$ cat src/source/probe_regs_pkg.sv
/* probe register map
   APB addresses, control and status bit positions, UART timing */

package probe_regs_pkg;

    localparam int APB_ADDR_W = 8;
    localparam int APB_DATA_W = 32;

    typedef enum logic [APB_ADDR_W-1:0] {
        REG_CMD    = 8'h00,
        REG_CTRL   = 8'h04,
        REG_STATUS = 8'h08,
        REG_DATA0  = 8'h0C,
        REG_DATA1  = 8'h10
    } reg_addr_e;

    localparam int CTRL_UART_EN = 0;

    localparam int STATUS_BUSY = 0;
    localparam int STATUS_DONE = 1;

    // clocks per serial bit, frame is start + 8 data + stop
    localparam int UART_DIV = 16;
    localparam int BAUD_W = $clog2(UART_DIV);
    localparam int UART_FRAME_BITS = 10;
    localparam int FRAME_CNT_W = $clog2(UART_FRAME_BITS);

endpackage

$ cat src/source/nand_pkg.sv
/* NAND probe command definitions
   opcodes, sequencer states and pin phase timing shared by the RTL and testbench */

package nand_pkg;

    // clock cycles spent in every pin phase of the sequencer
    localparam int PHASE_CYCLES = 4;
    localparam int PHASE_W = $clog2(PHASE_CYCLES);

    // read ID returns manufacturer and device bytes
    localparam int ID_BYTES = 2;
    localparam int INDEX_W = $clog2(ID_BYTES);
    localparam int READ_CNT_W = $clog2(ID_BYTES + 1);

    typedef enum logic [7:0] {
        OP_RESET       = 8'hFF,
        OP_READ_STATUS = 8'h70,
        OP_READ_ID     = 8'h90
    } nand_opcode_e;

    typedef enum logic [3:0] {
        IDLE,
        CMD_SETUP,
        CMD_WE,
        ADDR_SETUP,
        ADDR_WE,
        READ_RE,
        READ_HOLD,
        HANDOFF,
        FINISH
    } seq_state_e;

    // number of data bytes each operation reads back
    function automatic logic [READ_CNT_W-1:0] read_count(nand_opcode_e op);
        case (op)
            OP_READ_STATUS: read_count = READ_CNT_W'(1);
            OP_READ_ID:     read_count = READ_CNT_W'(ID_BYTES);
            default:        read_count = '0;
        endcase
    endfunction

endpackage
$ cat src/source/nand_op_if.sv
/* operation request and result bus between the register block and the NAND sequencer */

`timescale 1ns/1ps

interface nand_op_if;
    import nand_pkg::*;

    logic               start;
    nand_opcode_e       opcode;
    logic               uart_en;
    logic               busy;
    logic               done;
    logic [7:0]         rbyte;
    logic               rbyte_valid;
    logic [INDEX_W-1:0] rbyte_index;

    // start is only issued while busy is low
    modport host (
        output start, opcode, uart_en,
        input  busy, done, rbyte, rbyte_valid, rbyte_index
    );

    modport seq (
        input  start, opcode, uart_en,
        output busy, done, rbyte, rbyte_valid, rbyte_index
    );

endinterface

$ cat src/source/nand_probe_top.sv
/* NAND flash probe top level
   joins the APB registers, pin sequencer and UART transmitter */

`timescale 1ns/1ps

module nand_probe_top (
    input  logic                                CLK,
    input  logic                                arst_n,
    input  logic [probe_regs_pkg::APB_ADDR_W-1:0] paddr,
    input  logic                                psel,
    input  logic                                penable,
    input  logic                                pwrite,
    input  logic [probe_regs_pkg::APB_DATA_W-1:0] pwdata,
    output logic [probe_regs_pkg::APB_DATA_W-1:0] prdata,
    output logic                                pready,
    output logic                                pslverr,
    output logic                                nand_ce_n,
    output logic                                nand_cle,
    output logic                                nand_ale,
    output logic                                nand_we_n,
    output logic                                nand_re_n,
    output logic [7:0]                          nand_dout,
    output logic                                nand_oe,
    input  logic [7:0]                          nand_din,
    output logic                                uart_txd
);

    logic [7:0] tx_data;
    logic       tx_valid;
    logic       tx_ready;

    nand_op_if op_bus ();

    nand_apb_regs u_regs (
        .CLK     (CLK),
        .arst_n  (arst_n),
        .paddr   (paddr),
        .psel    (psel),
        .penable (penable),
        .pwrite  (pwrite),
        .pwdata  (pwdata),
        .prdata  (prdata),
        .pready  (pready),
        .pslverr (pslverr),
        .op      (op_bus.host)
    );

    nand_cmd_seq u_seq (
        .CLK       (CLK),
        .arst_n    (arst_n),
        .op        (op_bus.seq),
        .nand_ce_n (nand_ce_n),
        .nand_cle  (nand_cle),
        .nand_ale  (nand_ale),
        .nand_we_n (nand_we_n),
        .nand_re_n (nand_re_n),
        .nand_oe   (nand_oe),
        .nand_dout (nand_dout),
        .nand_din  (nand_din),
        .tx_data   (tx_data),
        .tx_valid  (tx_valid),
        .tx_ready  (tx_ready)
    );

    uart_tx u_uart (
        .CLK      (CLK),
        .arst_n   (arst_n),
        .tx_data  (tx_data),
        .tx_valid (tx_valid),
        .tx_ready (tx_ready),
        .uart_txd (uart_txd)
    );

endmodule

$ cat src/source/uart_tx.sv
/* 8N1 serial transmitter
   takes one byte on a valid/ready hand-off and shifts it out LSB first */

`timescale 1ns/1ps

module uart_tx (
    input  logic       CLK,
    input  logic       arst_n,
    input  logic [7:0] tx_data,
    input  logic       tx_valid,
    output logic       tx_ready,
    output logic       uart_txd
);
    import probe_regs_pkg::*;

    logic                       active;
    logic [UART_FRAME_BITS-1:0] shift_q;
    logic [BAUD_W-1:0]          baud_cnt;
    logic [FRAME_CNT_W-1:0]     bit_cnt;
    logic                       baud_tick;

    assign baud_tick = (baud_cnt == BAUD_W'(UART_DIV - 1));
    assign tx_ready  = !active;
    assign uart_txd  = shift_q[0];

    always_ff @(posedge CLK or negedge arst_n) begin
        if (!arst_n) begin
            active   <= 1'b0;
            shift_q  <= '1;
            baud_cnt <= '0;
            bit_cnt  <= '0;
        end else if (!active) begin
            baud_cnt <= '0;
            bit_cnt  <= '0;
            if (tx_valid) begin
                active  <= 1'b1;
                // stop bit, data, start bit
                shift_q <= {1'b1, tx_data, 1'b0};
            end
        end else if (baud_tick) begin
            baud_cnt <= '0;
            // ones shift in behind the frame so the line rests high
            shift_q  <= {1'b1, shift_q[UART_FRAME_BITS-1:1]};
            if (bit_cnt == FRAME_CNT_W'(UART_FRAME_BITS - 1)) begin
                active  <= 1'b0;
                bit_cnt <= '0;
            end else begin
                bit_cnt <= bit_cnt + 1'b1;
            end
        end else begin
            baud_cnt <= baud_cnt + 1'b1;
        end
    end

endmodule

$ cat src/source/nand_cmd_seq.sv
/* NAND command sequencer
   steps the control pins through command, address and read phases and captures data */

`timescale 1ns/1ps

module nand_cmd_seq (
    input  logic       CLK,
    input  logic       arst_n,
    nand_op_if.seq     op,
    output logic       nand_ce_n,
    output logic       nand_cle,
    output logic       nand_ale,
    output logic       nand_we_n,
    output logic       nand_re_n,
    output logic       nand_oe,
    output logic [7:0] nand_dout,
    input  logic [7:0] nand_din,
    output logic [7:0] tx_data,
    output logic       tx_valid,
    input  logic       tx_ready
);
    import nand_pkg::*;

    seq_state_e            state_q;
    seq_state_e            state_d;
    logic [PHASE_W-1:0]    phase_cnt;
    logic                  phase_last;
    logic [READ_CNT_W-1:0] byte_cnt;
    logic [READ_CNT_W-1:0] byte_total;
    logic                  more_bytes;
    logic                  capture;
    logic [7:0]            rbyte_q;
    logic                  rbyte_valid_q;
    logic [INDEX_W-1:0]    rbyte_index_q;
    logic                  ce_n_d;
    logic                  cle_d;
    logic                  ale_d;
    logic                  we_n_d;
    logic                  re_n_d;
    logic                  oe_d;
    logic [7:0]            dout_d;

    assign phase_last = (phase_cnt == PHASE_W'(PHASE_CYCLES - 1));
    assign byte_total = read_count(op.opcode);
    assign more_bytes = (byte_cnt < byte_total);
    assign capture    = (state_q == READ_RE) && phase_last;

    assign op.busy        = (state_q != IDLE);
    assign op.done        = (state_q == FINISH);
    assign op.rbyte       = rbyte_q;
    assign op.rbyte_valid = rbyte_valid_q;
    assign op.rbyte_index = rbyte_index_q;
    assign tx_data        = rbyte_q;

    always_comb begin
        state_d = state_q;
        case (state_q)
            IDLE:       if (op.start) state_d = CMD_SETUP;
            CMD_SETUP:  if (phase_last) state_d = CMD_WE;
            CMD_WE: begin
                if (phase_last) begin
                    if (op.opcode == OP_READ_ID) begin
                        state_d = ADDR_SETUP;
                    end else if (more_bytes) begin
                        state_d = READ_RE;
                    end else begin
                        state_d = FINISH;
                    end
                end
            end
            ADDR_SETUP: if (phase_last) state_d = ADDR_WE;
            ADDR_WE:    if (phase_last) state_d = READ_RE;
            READ_RE:    if (phase_last) state_d = READ_HOLD;
            READ_HOLD: begin
                if (phase_last) begin
                    if (op.uart_en) begin
                        state_d = HANDOFF;
                    end else begin
                        state_d = more_bytes ? READ_RE : FINISH;
                    end
                end
            end
            // CE stays low while the transmitter is still busy with a frame
            HANDOFF:    if (tx_valid && tx_ready) state_d = more_bytes ? READ_RE : FINISH;
            FINISH:     state_d = IDLE;
            default:    state_d = IDLE;
        endcase
    end

    // pin levels for the state being entered, so the registered pins line up with state_q
    always_comb begin
        ce_n_d = 1'b0;
        cle_d  = 1'b0;
        ale_d  = 1'b0;
        we_n_d = 1'b1;
        re_n_d = 1'b1;
        oe_d   = 1'b0;
        dout_d = 8'hFF;
        case (state_d)
            CMD_SETUP: begin
                cle_d  = 1'b1;
                we_n_d = 1'b0;
                oe_d   = 1'b1;
                dout_d = op.opcode;
            end
            // WE returns high with CLE still set, the chip latches on this edge
            CMD_WE: begin
                cle_d  = 1'b1;
                oe_d   = 1'b1;
                dout_d = op.opcode;
            end
            ADDR_SETUP: begin
                ale_d  = 1'b1;
                we_n_d = 1'b0;
                oe_d   = 1'b1;
                dout_d = 8'h00;
            end
            ADDR_WE: begin
                ale_d  = 1'b1;
                oe_d   = 1'b1;
                dout_d = 8'h00;
            end
            READ_RE:              re_n_d = 1'b0;
            READ_HOLD, HANDOFF:   ce_n_d = 1'b0;
            default:              ce_n_d = 1'b1;
        endcase
    end

    always_ff @(posedge CLK or negedge arst_n) begin
        if (!arst_n) begin
            state_q       <= IDLE;
            phase_cnt     <= '0;
            byte_cnt      <= '0;
            rbyte_valid_q <= 1'b0;
            rbyte_index_q <= '0;
            nand_ce_n     <= 1'b1;
            nand_cle      <= 1'b0;
            nand_ale      <= 1'b0;
            nand_we_n     <= 1'b1;
            nand_re_n     <= 1'b1;
            nand_oe       <= 1'b0;
            nand_dout     <= 8'hFF;
            tx_valid      <= 1'b0;
        end else begin
            state_q       <= state_d;
            phase_cnt     <= (state_d != state_q) ? '0 : phase_cnt + 1'b1;
            rbyte_valid_q <= capture;
            if (op.start && state_q == IDLE) begin
                byte_cnt <= '0;
            end else if (capture) begin
                byte_cnt      <= byte_cnt + 1'b1;
                rbyte_index_q <= byte_cnt[INDEX_W-1:0];
            end
            nand_ce_n <= ce_n_d;
            nand_cle  <= cle_d;
            nand_ale  <= ale_d;
            nand_we_n <= we_n_d;
            nand_re_n <= re_n_d;
            nand_oe   <= oe_d;
            nand_dout <= dout_d;
            tx_valid  <= (state_d == HANDOFF);
        end
    end

    // sampled just before RE rises again
    always_ff @(posedge CLK) begin
        if (capture) begin
            rbyte_q <= nand_din;
        end
    end

endmodule

$ cat src/source/nand_apb_regs.sv
/* APB3 register block of the NAND probe
   accepts commands, holds the UART enable and collects the bytes read back */

`timescale 1ns/1ps

module nand_apb_regs (
    input  logic                                CLK,
    input  logic                                arst_n,
    input  logic [probe_regs_pkg::APB_ADDR_W-1:0] paddr,
    input  logic                                psel,
    input  logic                                penable,
    input  logic                                pwrite,
    input  logic [probe_regs_pkg::APB_DATA_W-1:0] pwdata,
    output logic [probe_regs_pkg::APB_DATA_W-1:0] prdata,
    output logic                                pready,
    output logic                                pslverr,
    nand_op_if.host                             op
);
    import nand_pkg::*;
    import probe_regs_pkg::*;

    logic         access;
    logic         wr_cmd;
    logic         wr_ctrl;
    logic         cmd_ok;
    logic         start_q;
    nand_opcode_e opcode_q;
    logic         uart_en_q;
    logic         ctrl_uart_en;
    logic         done_flag;
    logic [7:0]   data0;
    logic [7:0]   data1;

    function automatic logic is_supported(logic [7:0] code);
        case (code)
            OP_RESET, OP_READ_STATUS, OP_READ_ID: is_supported = 1'b1;
            default:                              is_supported = 1'b0;
        endcase
    endfunction

    assign access  = psel && penable;
    assign wr_cmd  = access && pwrite && (paddr == REG_CMD);
    assign wr_ctrl = access && pwrite && (paddr == REG_CTRL);

    // a start still in flight counts as busy, busy follows it by one cycle
    assign cmd_ok  = is_supported(pwdata[7:0]) && !op.busy && !start_q;

    assign pready  = 1'b1;
    assign pslverr = wr_cmd && !cmd_ok;

    assign op.start   = start_q;
    assign op.opcode  = opcode_q;
    assign op.uart_en = uart_en_q;

    always_ff @(posedge CLK or negedge arst_n) begin
        if (!arst_n) begin
            start_q      <= 1'b0;
            opcode_q     <= OP_RESET;
            uart_en_q    <= 1'b0;
            ctrl_uart_en <= 1'b0;
            done_flag    <= 1'b0;
            data0        <= '0;
            data1        <= '0;
        end else begin
            start_q <= wr_cmd && cmd_ok;
            if (wr_cmd && cmd_ok) begin
                opcode_q  <= nand_opcode_e'(pwdata[7:0]);
                uart_en_q <= ctrl_uart_en;
            end
            if (wr_ctrl) begin
                ctrl_uart_en <= pwdata[CTRL_UART_EN];
            end
            if (op.done) begin
                done_flag <= 1'b1;
            end else if (wr_cmd && cmd_ok) begin
                done_flag <= 1'b0;
            end
            if (op.rbyte_valid) begin
                if (op.rbyte_index == '0) begin
                    data0 <= op.rbyte;
                end else begin
                    data1 <= op.rbyte;
                end
            end
        end
    end

    always_comb begin
        prdata = '0;
        case (paddr)
            REG_CMD:    prdata[7:0] = opcode_q;
            REG_CTRL:   prdata[CTRL_UART_EN] = ctrl_uart_en;
            REG_STATUS: begin
                prdata[STATUS_BUSY] = op.busy;
                prdata[STATUS_DONE] = done_flag;
            end
            REG_DATA0:  prdata[7:0] = data0;
            REG_DATA1:  prdata[7:0] = data1;
            default:    prdata = '0;
        endcase
    end

endmodule

$ cat config.mk
export PLATFORM = sky130hd
export DESIGN_NAME = nand_probe_top
export DESIGN_NICKNAME = d
export VERILOG_FILES = /design/src/source/probe_regs_pkg.sv /design/src/source/nand_pkg.sv /design/src/source/nand_op_if.sv /design/src/source/nand_probe_top.sv /design/src/source/uart_tx.sv /design/src/source/nand_cmd_seq.sv /design/src/source/nand_apb_regs.sv
export SDC_FILE = /design/constraint.sdc
export NUM_CORES = 1
export LEC_CHECK = 0
export BUFFER_PORTS_ARGS = -buffer_cell sky130_fd_sc_hd__buf_4
export CAP_MARGIN = 20
export CORE_ASPECT_RATIO = 1.25
export CORE_MARGIN = 2
export CORE_UTILIZATION = 45
export DETAILED_ROUTE_END_ITERATION = 6
export PLACE_DENSITY = 0.81
export SLEW_MARGIN = 20
export SYNTH_ARGS = -nofsm -noshare
export SYNTH_HDL_FRONTEND = slang
export SYNTH_SLANG_ARGS = --single-unit
$ cat constraint.sdc
create_clock -name CLK -period 5.4 [get_ports CLK]
set_clock_uncertainty 0.15 [all_clocks]
set_input_delay 0.27 -clock CLK [delete_from_list [all_inputs] [get_ports CLK]]
set_output_delay 0.27 -clock CLK [all_outputs]
set_load 0.005 [all_outputs]
==> results of run 1 <==
[state kept, by name, indices dropped and copies added, names as in the netlist, 2 cells and up]
name / count
u_uart.baud_cnt: 4
u_seq.phase_cnt: 2
u_seq.nand_dout: 8
u_uart.bit_cnt: 4
u_regs.data0: 8
u_seq.op.rbyte: 8
u_seq.byte_cnt: 2
u_regs.data1: 8
u_seq.state_q: 4
u_uart.shift_q: 9
u_regs.op.opcode: 8
[stage by stage]
stage	utilization (%)	total power, mW	std cells	setup WS, ns	instance area [um2]
after floorplan	-	0.656	400	2.78	4060
after detailed placement	50.3	0.675	533	2.48	4350
after global routing	53.5	1.12	559	2.27	4630
final	53.5	1.08	559	2.43	4630
after CTS	53.5	1.09	559	2.46	4630
after global placement	50.3	0.673	533	2.56	4350
[synth_stat cells, types with 3 or more instances]
library cell / number / share of area, %
clkbuf_1: 9 / 0.85
nand3b_1: 3 / 0.57
nor3b_1: 3 / 0.57
a21oi_1: 9 / 1.1
nor4_1: 4 / 0.63
a211oi_1: 9 / 1.7
mux2i_1: 10 / 2.5
inv_1: 25 / 2.4
edfxtp_1: 8 / 6.0
nor2_1: 14 / 1.3
nand3_1: 5 / 0.63
and3_1: 5 / 0.79
mux2_1: 6 / 1.7
nor2b_1: 8 / 1.3
a31oi_1: 5 / 0.79
mux2_2: 11 / 3.1
ha_1: 5 / 1.6
nand2b_1: 5 / 0.79
dfrtp_1: 43 / 27
a22o_1: 3 / 0.66
buf_2: 3 / 0.38
and2_1: 5 / 0.79
xor2_1: 3 / 0.66
buf_4: 25 / 4.7
a21o_1: 3 / 0.57
nand2_1: 50 / 4.7
a222oi_1: 6 / 1.5
o21ai_0: 13 / 1.6
nor3_1: 8 / 1.0
dfstp_2: 28 / 19
[worst max-delay path, delay by kind of cell, from the launching register on]
family	cells	cell delay (ns)
AOI/OAI and AO/OA	4	1.20
adders and majority gates	1	0.29
buffers and inverters	2	0.11
DFF	1	0.60
and+or+nand+nor	3	0.51
[worst max path at each step]
stage	cells after the start	to	slack (ns)
5_1_grt	10	u_seq.nand_dout[4]	2.27
3_3_place_gp	10	u_seq.nand_dout[7]	2.56
3_5_place_dp	10	u_seq.nand_dout[4]	2.48
2_1_floorplan	12	u_seq.nand_ale	2.78
4_1_cts	10	u_seq.nand_dout[4]	2.46
6_report	10	u_seq.nand_dout[0]	2.43
[routing by layer]
| metal | part of all wire [%] | up-vias | global-route usage, % |
|---|---|---|---|
| li1 | - | 1376 | - |
| met1 | 42 | 1442 | 21.5 |
| met2 | 51 | 109 | 30.5 |
| met3 | 5.4 | 11 | 3.26 |
| met4 | 1.4 | 0 | 8.23 |
| met5 | 0 | - | 0 |
[kinds of logic after synthesis]
kind of cell | share of synthesized area [%]
muxes | 7.34
AOI/OAI and AO/OA | 11.8
buffers and inverters | 9.04
DFF | 51.6
and+or+nand+nor | 17.5
xor gates and xnor gates | 0.882
other | 0.189
adders and majority gates | 1.57
[cell type report]
cell class | instances | area, um2
Multi-Input combinational cell | 254 | 1650
Timing Repair Buffer | 62 | 490
Fill cell | 758 | 4020
Inverter | 28 | 108
Sequential cell | 79 | 2050
Clock buffer | 10 | 138
Tap cell | 120 | 150
Clock inverter | 6 | 43.8
[power by group through the flow]
stage / Sequential (mW) / Combinational, mW / Clock [mW]
floorplan: 0.616 / 0.0405 / 0
global placement: 0.616 / 0.0573 / 0
detailed placement: 0.616 / 0.0590 / 0
CTS: 0.605 / 0.0647 / 0.415
global route: 0.606 / 0.0741 / 0.437
finish: 0.605 / 0.0642 / 0.407
[placed cells by master (no fill, tap or decap), drive strengths merged, types with 3 or more instances in the layout]
| master | synthesis | final |
|---|---|---|
| edfxtp | 8 | 8 |
| nor3 | 10 | 10 |
| a21o | 3 | 3 |
| nand2b | 5 | 5 |
| inv | 28 | 30 |
| conb | 2 | 25 |
| nor4 | 6 | 6 |
| nand3b | 3 | 3 |
| xor2 | 3 | 3 |
| buf | 30 | 52 |
| nand2 | 50 | 50 |
| mux2i | 10 | 10 |
| dlygate4sd3 | 0 | 10 |
| and2 | 5 | 5 |
| dfstp | 28 | 28 |
| ha | 5 | 5 |
| a211oi | 9 | 9 |
| nor2 | 14 | 14 |
| nor3b | 3 | 3 |
| clkbuf | 9 | 10 |
| a222oi | 6 | 6 |
| and3 | 5 | 5 |
| a22o | 3 | 3 |
| a21oi | 11 | 11 |
| nor2b | 8 | 8 |
| a31oi | 5 | 5 |
| mux2 | 17 | 17 |
| o21ai | 15 | 15 |
| dfrtp | 43 | 43 |
| nand3 | 6 | 6 |
==> impl_summary.md, run 1 <==
Power and ir drop
For this design the static power due to leakage is 2.15 nW. The part of the power in the clock network is 37.8%. Of the total power, registers draw 56.2%.

Power spread over the standard cell area amounts to 232 nW/um2. Combinational logic burns 6.0% of the power. Of the total power, the share spent switching nets is 24.2%.

The internal portion of the total power is 0.816 mW. The worst-case IR drop observed on VDD is 0.000145 V. The net load switching power is 0.260 mW.

Floorplanning
After floorplanning, the core was divided into 38 placement rows. The area enclosed by the die boundary is 9600 um2. The core footprint is 8650 um2. The initial core utilization is 45.9%.

Measured along the x axis, the die boundary spans 88.1 um. From bottom edge to top edge, the die measures 109 um. The top-level I/O count is 102.

STA
At the pin with the least slew margin, the transition time is 0.880 ns. The worst hold margin is 0.0187 ns. The post-route fraction of the period consumed by the critical path is 55.0%.

Setup repair after global routing left no endpoint under its margin. The final-report hold violation count was 0. The top achievable clock speed is 337 MHz. Setup violations remaining at the end of the flow were counted as 0. The summed negative setup slack over all endpoints is 0 ns.

The worst pin sits at a relative slew slack of 40.8%. The post-layout minimum cycle time is 2.97 ns. The number of pins exceeding their max-slew limit in the final report is 0.

Setup path
The signal on the critical path passes through nor3b_1, and3_1, inv_2, ha_1, inv_1, a31oi_1, nor2_1, o211ai_1, a21oi_4, a211oi_1. In this run the worst setup path begins at u_regs.op.opcode[7]. The category of the worst setup path capture point is a flop. The worst endpoint data arrival time is 3.08 ns. The peak per-stage delay on the critical path is 0.60 ns.

The required time of the worst setup path is 5.51 ns. Among all stages on the critical path, the largest delay is contributed by dfstp_2. The worst register-to-register path has a depth of 10. In this run the critical register-to-register path is launched from u_regs.op.opcode[7].

The sort of element at the start of the critical path is a flop. The slack of the worst reg-to-reg path is 2.43 ns. The worst setup path is of the reg2reg kind. In this run the critical register-to-register path is captured at u_seq.nand_dout[0]. The highest net fanout along the worst path is 10.

Placed design
The final weighted congestion of routability-driven global placement is 0.850. The half-perimeter wire length of the detailed placement result is 5760 um. In this run the tool buffered the top-level ports with 52 buffer cells.

Worst hold path
The tightest min-delay check is of the in2reg type. The endpoint of the worst hold path is u_regs.op.opcode[6]. The start point of the worst hold path is pwdata[6].

The worst hold path stage count is 2.

Logic synthesis
For this run, the register share of the synthesized area comes to 51.6%. After synthesis the cells add up to 3970 um2. The count of distinct cell types in the synthesized netlist is 63. The number of warnings issued by yosys is 0. The synthesized area per cell is 10.5 um2.

The flop and latch count out of synthesis is 79. The most instantiated flip-flop cell in the synthesis netlist is dfrtp_1. In this run, synthesis inferred 8 flip-flops with an integrated enable. The fraction of synthesis flops using an asynchronous set or reset pin is 89.9%. Counting every instance in the synthesized netlist gives 377.

CTS
The count of buffers added by post-CTS timing repair for setup is 0. The number of H-tree branching levels is 3. The post-cts resize count is 0. The number of buffers added to fix hold violations after cts is 10.

TritonCTS created 9 clock buffers. The number of clock sinks is 79. TritonCTS built the clock tree. The cell at the root of the clock tree is clkbuf_8. The maximum count of clock buffers along a single path is 2.

Clock-pin slew was measured on the worst setup and hold paths at 0.08 ns. At the later pin of the worst-skew pair, clock insertion delay measures 0.36 ns.

GRT
The number of global-route vias before repair is 2,837. Entering global routing, the biggest net connects 72 pins. The initial antenna violation count was 0. The global-route total usage across every layer is 17.8%.

The total grt overflow is 0. The first-pass GRT wire length is 13,100 um.

Route
Dividing the detail-routed via count by the number of cells gives 5.26. The count of unresolved DRC violations after routing is 0. The wire length per cell after detailed routing is 14.3 um. The violation count after the first detailed-routing iteration is 218. The final layout contains routed wiring with a total length of 7990 um.

The number of nets still failing antenna checks after routing is 0. The number of optimization iterations in the first detailed-route pass is 5. The total number of vias is 2,938.

Cells and area
From synthesis to final layout, the design area changed by 16.5%. The number of antenna cells inserted is 0. The layout cell share with drive strength beyond 1 is 27.1%. At the end of the flow, the number of nets in the layout was 492.

Job
The total of max-cap violations is 0.

Status
The flow ran to the end, and the final reports show no timing, DRC or antenna violations.
Note: power is estimated with default switching activity, not from simulation.
==> run 2, diff against run 1 <==
- clock period: 5.4 -> 2.8 ns (I/O delays scaled with it)
==> run 2 against run 1 <==
Effect of this change: hold slack gained 0.010 ns; non-clock buffer count up 13; via count is 0.61% lower; setup slack worse by 2.4 ns; maximum frequency increased by 8.2%.
==> impl_summary.md, run 2 (synthesis results as in run 1) <==
Cells and area
Leaving out fill and tap cells, the most frequent cell in the layout is buf_4. The number of antenna diodes in the final layout is 0. The final cell count without fillers is 572. The number of nets in the final layout is 505.

The area growth from synthesis to layout is 19.7%. In the layout the commonest cells are buf_4, nand2_1, dfrtp_1, dfstp_2. The utilization of the core after routing is 55.0%.

The final design instance area without fill is 4760 um2. The post-route netlist has 29.0% of its cells at a drive strength greater than 1. The register with the most flip-flops in the layout has 9 of them.

The register ranked first by flip-flop count is u_uart.shift_q.

Route
The final wirelength is 7950 um. The first routing iteration left 171 violations. For this run, the detailed router's first-pass iteration total came to 7. In the final routed layout, each cell accounts on average for 13.9 um. The count of unresolved DRC violations after routing is 0. The via count normalized by instance count is 5.10. Once detail routing completed, the nets flagged for antenna violations numbered 0.

The routed layout has 2,920 vias.

CTS
The maximum count of clock buffers along a single path is 2. The clock edge transition at the registers on the reported setup and hold paths is 0.08 ns. The cell at the root of the clock tree is clkbuf_8. The number of H-tree branching levels is 3.

The TritonCTS buffer count is 9. The TritonCTS clock tree is yes. The clock drives 79 sinks.

The clock network latency to the later pin of the worst-skew pair is 0.36 ns.

GRT
After global routing, the most crowded layer is met2. The number of global-route vias before repair is 2,867. The largest net degree at the start of global routing is 72. In the global route stage, met1 resource usage came out at 22.1%.

The initial antenna violation count is 0. The met3 global-route usage is 3.26%. For this run the aggregate overflow at the end of global routing stands at 0. The first-pass GRT wire length is 13,300 um.

The met2 capacity usage during global routing is 30.7%. The global-route total usage across every layer is 18.0%.

Setup path
STA puts the critical path data required time at 2.91 ns. The classification of the worst setup path is reg2reg. The highest net fanout along the worst path is 10.

The worst setup path is captured at a flop. The sort of element at the start of the critical path is a flop. The worst endpoint data arrival time is 2.86 ns.

Status
The run finished with clean final reports.

STA
At the pin with the least slew margin, the transition time is 0.854 ns. Adding up every negative setup slack in the final design gives 0 ns. The clock period could shrink to 2.75 ns.

The post-layout worst setup margin is 0.0549 ns. The number of setup violations in the final report is 0. The number of pins exceeding their max-slew limit in the final report is 0. In the finished design, the share of the clock period the worst path needs comes to 98.0%. The top achievable clock speed is 364 MHz.

Setup repair after global routing could not meet its margin everywhere. Measured against its own limit, the worst slew margin works out to 43.1%. The final-report hold violation count is 0.

Floorplanning
The die span in x is 88.1 um. The core region is 8650 um2. The die height is 109 um.

In this run the count of I/O pins placed on the die edge is 102. For this configuration, the core starts out at a cell density of 45.9%. The floorplan step defined a die boundary enclosing 9600 um2. In this run the core area contains 38 standard-cell rows.

Placed design
The count of buffers inserted at the top-level ports is 52. The half-perimeter wire length of the detailed placement result is 5630 um. The post-place instance area is 4410 um2. The congestion estimate from routability-driven global placement came to 0.868. Timing analysis after detailed placement gives a worst setup slack of 0.00324 ns. The count of placed standard cells including taps is 541.

Worst hold path
The tightest min-delay check is of the in2reg type.

Power and ir drop
Summed over all cells, the static leakage comes to 2.21 nW. For this design the ratio of total power to cell area is 431 nW/um2. The peak ir drop on the vdd network is 0.000370 V.

Job
The tool flagged a number of max-cap violations equal to 0.
-- run 2: cell types whose count changed in the layout (fill, tap and decap cells not counted), sizes merged --
cell / delta
buf: +10
clkbuf: -1
clkinv: +2
dlygate4sd3: +3
inv: -1
-- run 2: timing repair --
item,4_1_cts,5_1_grt
setup buffers,1,1
pin swaps,1,1
gates resized for setup,1,4
gates cloned,0,0
setup endpoints to repair,4,14
hold buffers,13,0
hold endpoints to repair,59,0
-- run 2: cell type report --
class / count / area [um2]
clock buffer: 9 / 124
inverter: 28 / 108
tap: 120 / 150
fill: 766 / 3900
clock inverter: 7 / 48.8
timing repair buffer: 75 / 596
multi-input combinational: 254 / 1680
sequential: 79 / 2050
-- run 2: per-stage QoR --
| stage | power, mW | hold WS [ns] |
|---|---|---|
| after CTS | 2.07 | 0.0137 |
| after detailed placement | 1.30 | 0.157 |
| after floorplan | 1.27 | -0.306 |
| after global placement | 1.30 | 0.144 |
| final | 2.05 | 0.0288 |
| after global routing | 2.14 | 0.0411 |
-- run 2: final timing paths --
path,from,end,slack [ns],cells after the start
setup / recovery,u_regs.op.opcode[0],u_seq.nand_dout[2],0.05,12
min in group asynchronous,arst_n,u_seq.phase_cnt[1],0.27,2
max in group asynchronous,arst_n,u_seq.op.rbyte_index,1.66,2
hold / removal,pwdata[4],u_regs.op.start,0.03,4
hold reg to reg,u_seq.phase_cnt[0],u_seq.phase_cnt[0],0.30,1
setup reg to reg,u_regs.op.opcode[0],u_seq.nand_dout[2],0.05,12
-- run 2: power by group --
part / leakage, nW / internal [mW] / switching, mW / total [mW]
combinational: 1.17 / 0.0626 / 0.0660 / 0.129
sequential: 0.954 / 1.16 / 0.00224 / 1.17
clock: 0.0809 / 0.321 / 0.435 / 0.756
total: 2.21 / 1.55 / 0.503 / 2.05
-- run 2: critical path: stages, from the launching register on --
cell and delay (ns):
dfstp_2 0.39, nor4_4 0.31, and3_4 0.25, inv_2 0.05, ha_1 0.29, inv_1 0.10, a31oi_4 0.05, a211o_1 0.32
and4_4 0.23, inv_4 0.07, nor3_4 0.04, buf_4 0.16, a211oi_1 0.25
-- run 2: per-layer routing --
metal  vias up  share of wire (%)
li1       1404                  -
met1      1390                 42
met2       114                 51
met3        12                5.3
met4         0                1.9
met5         -                  0
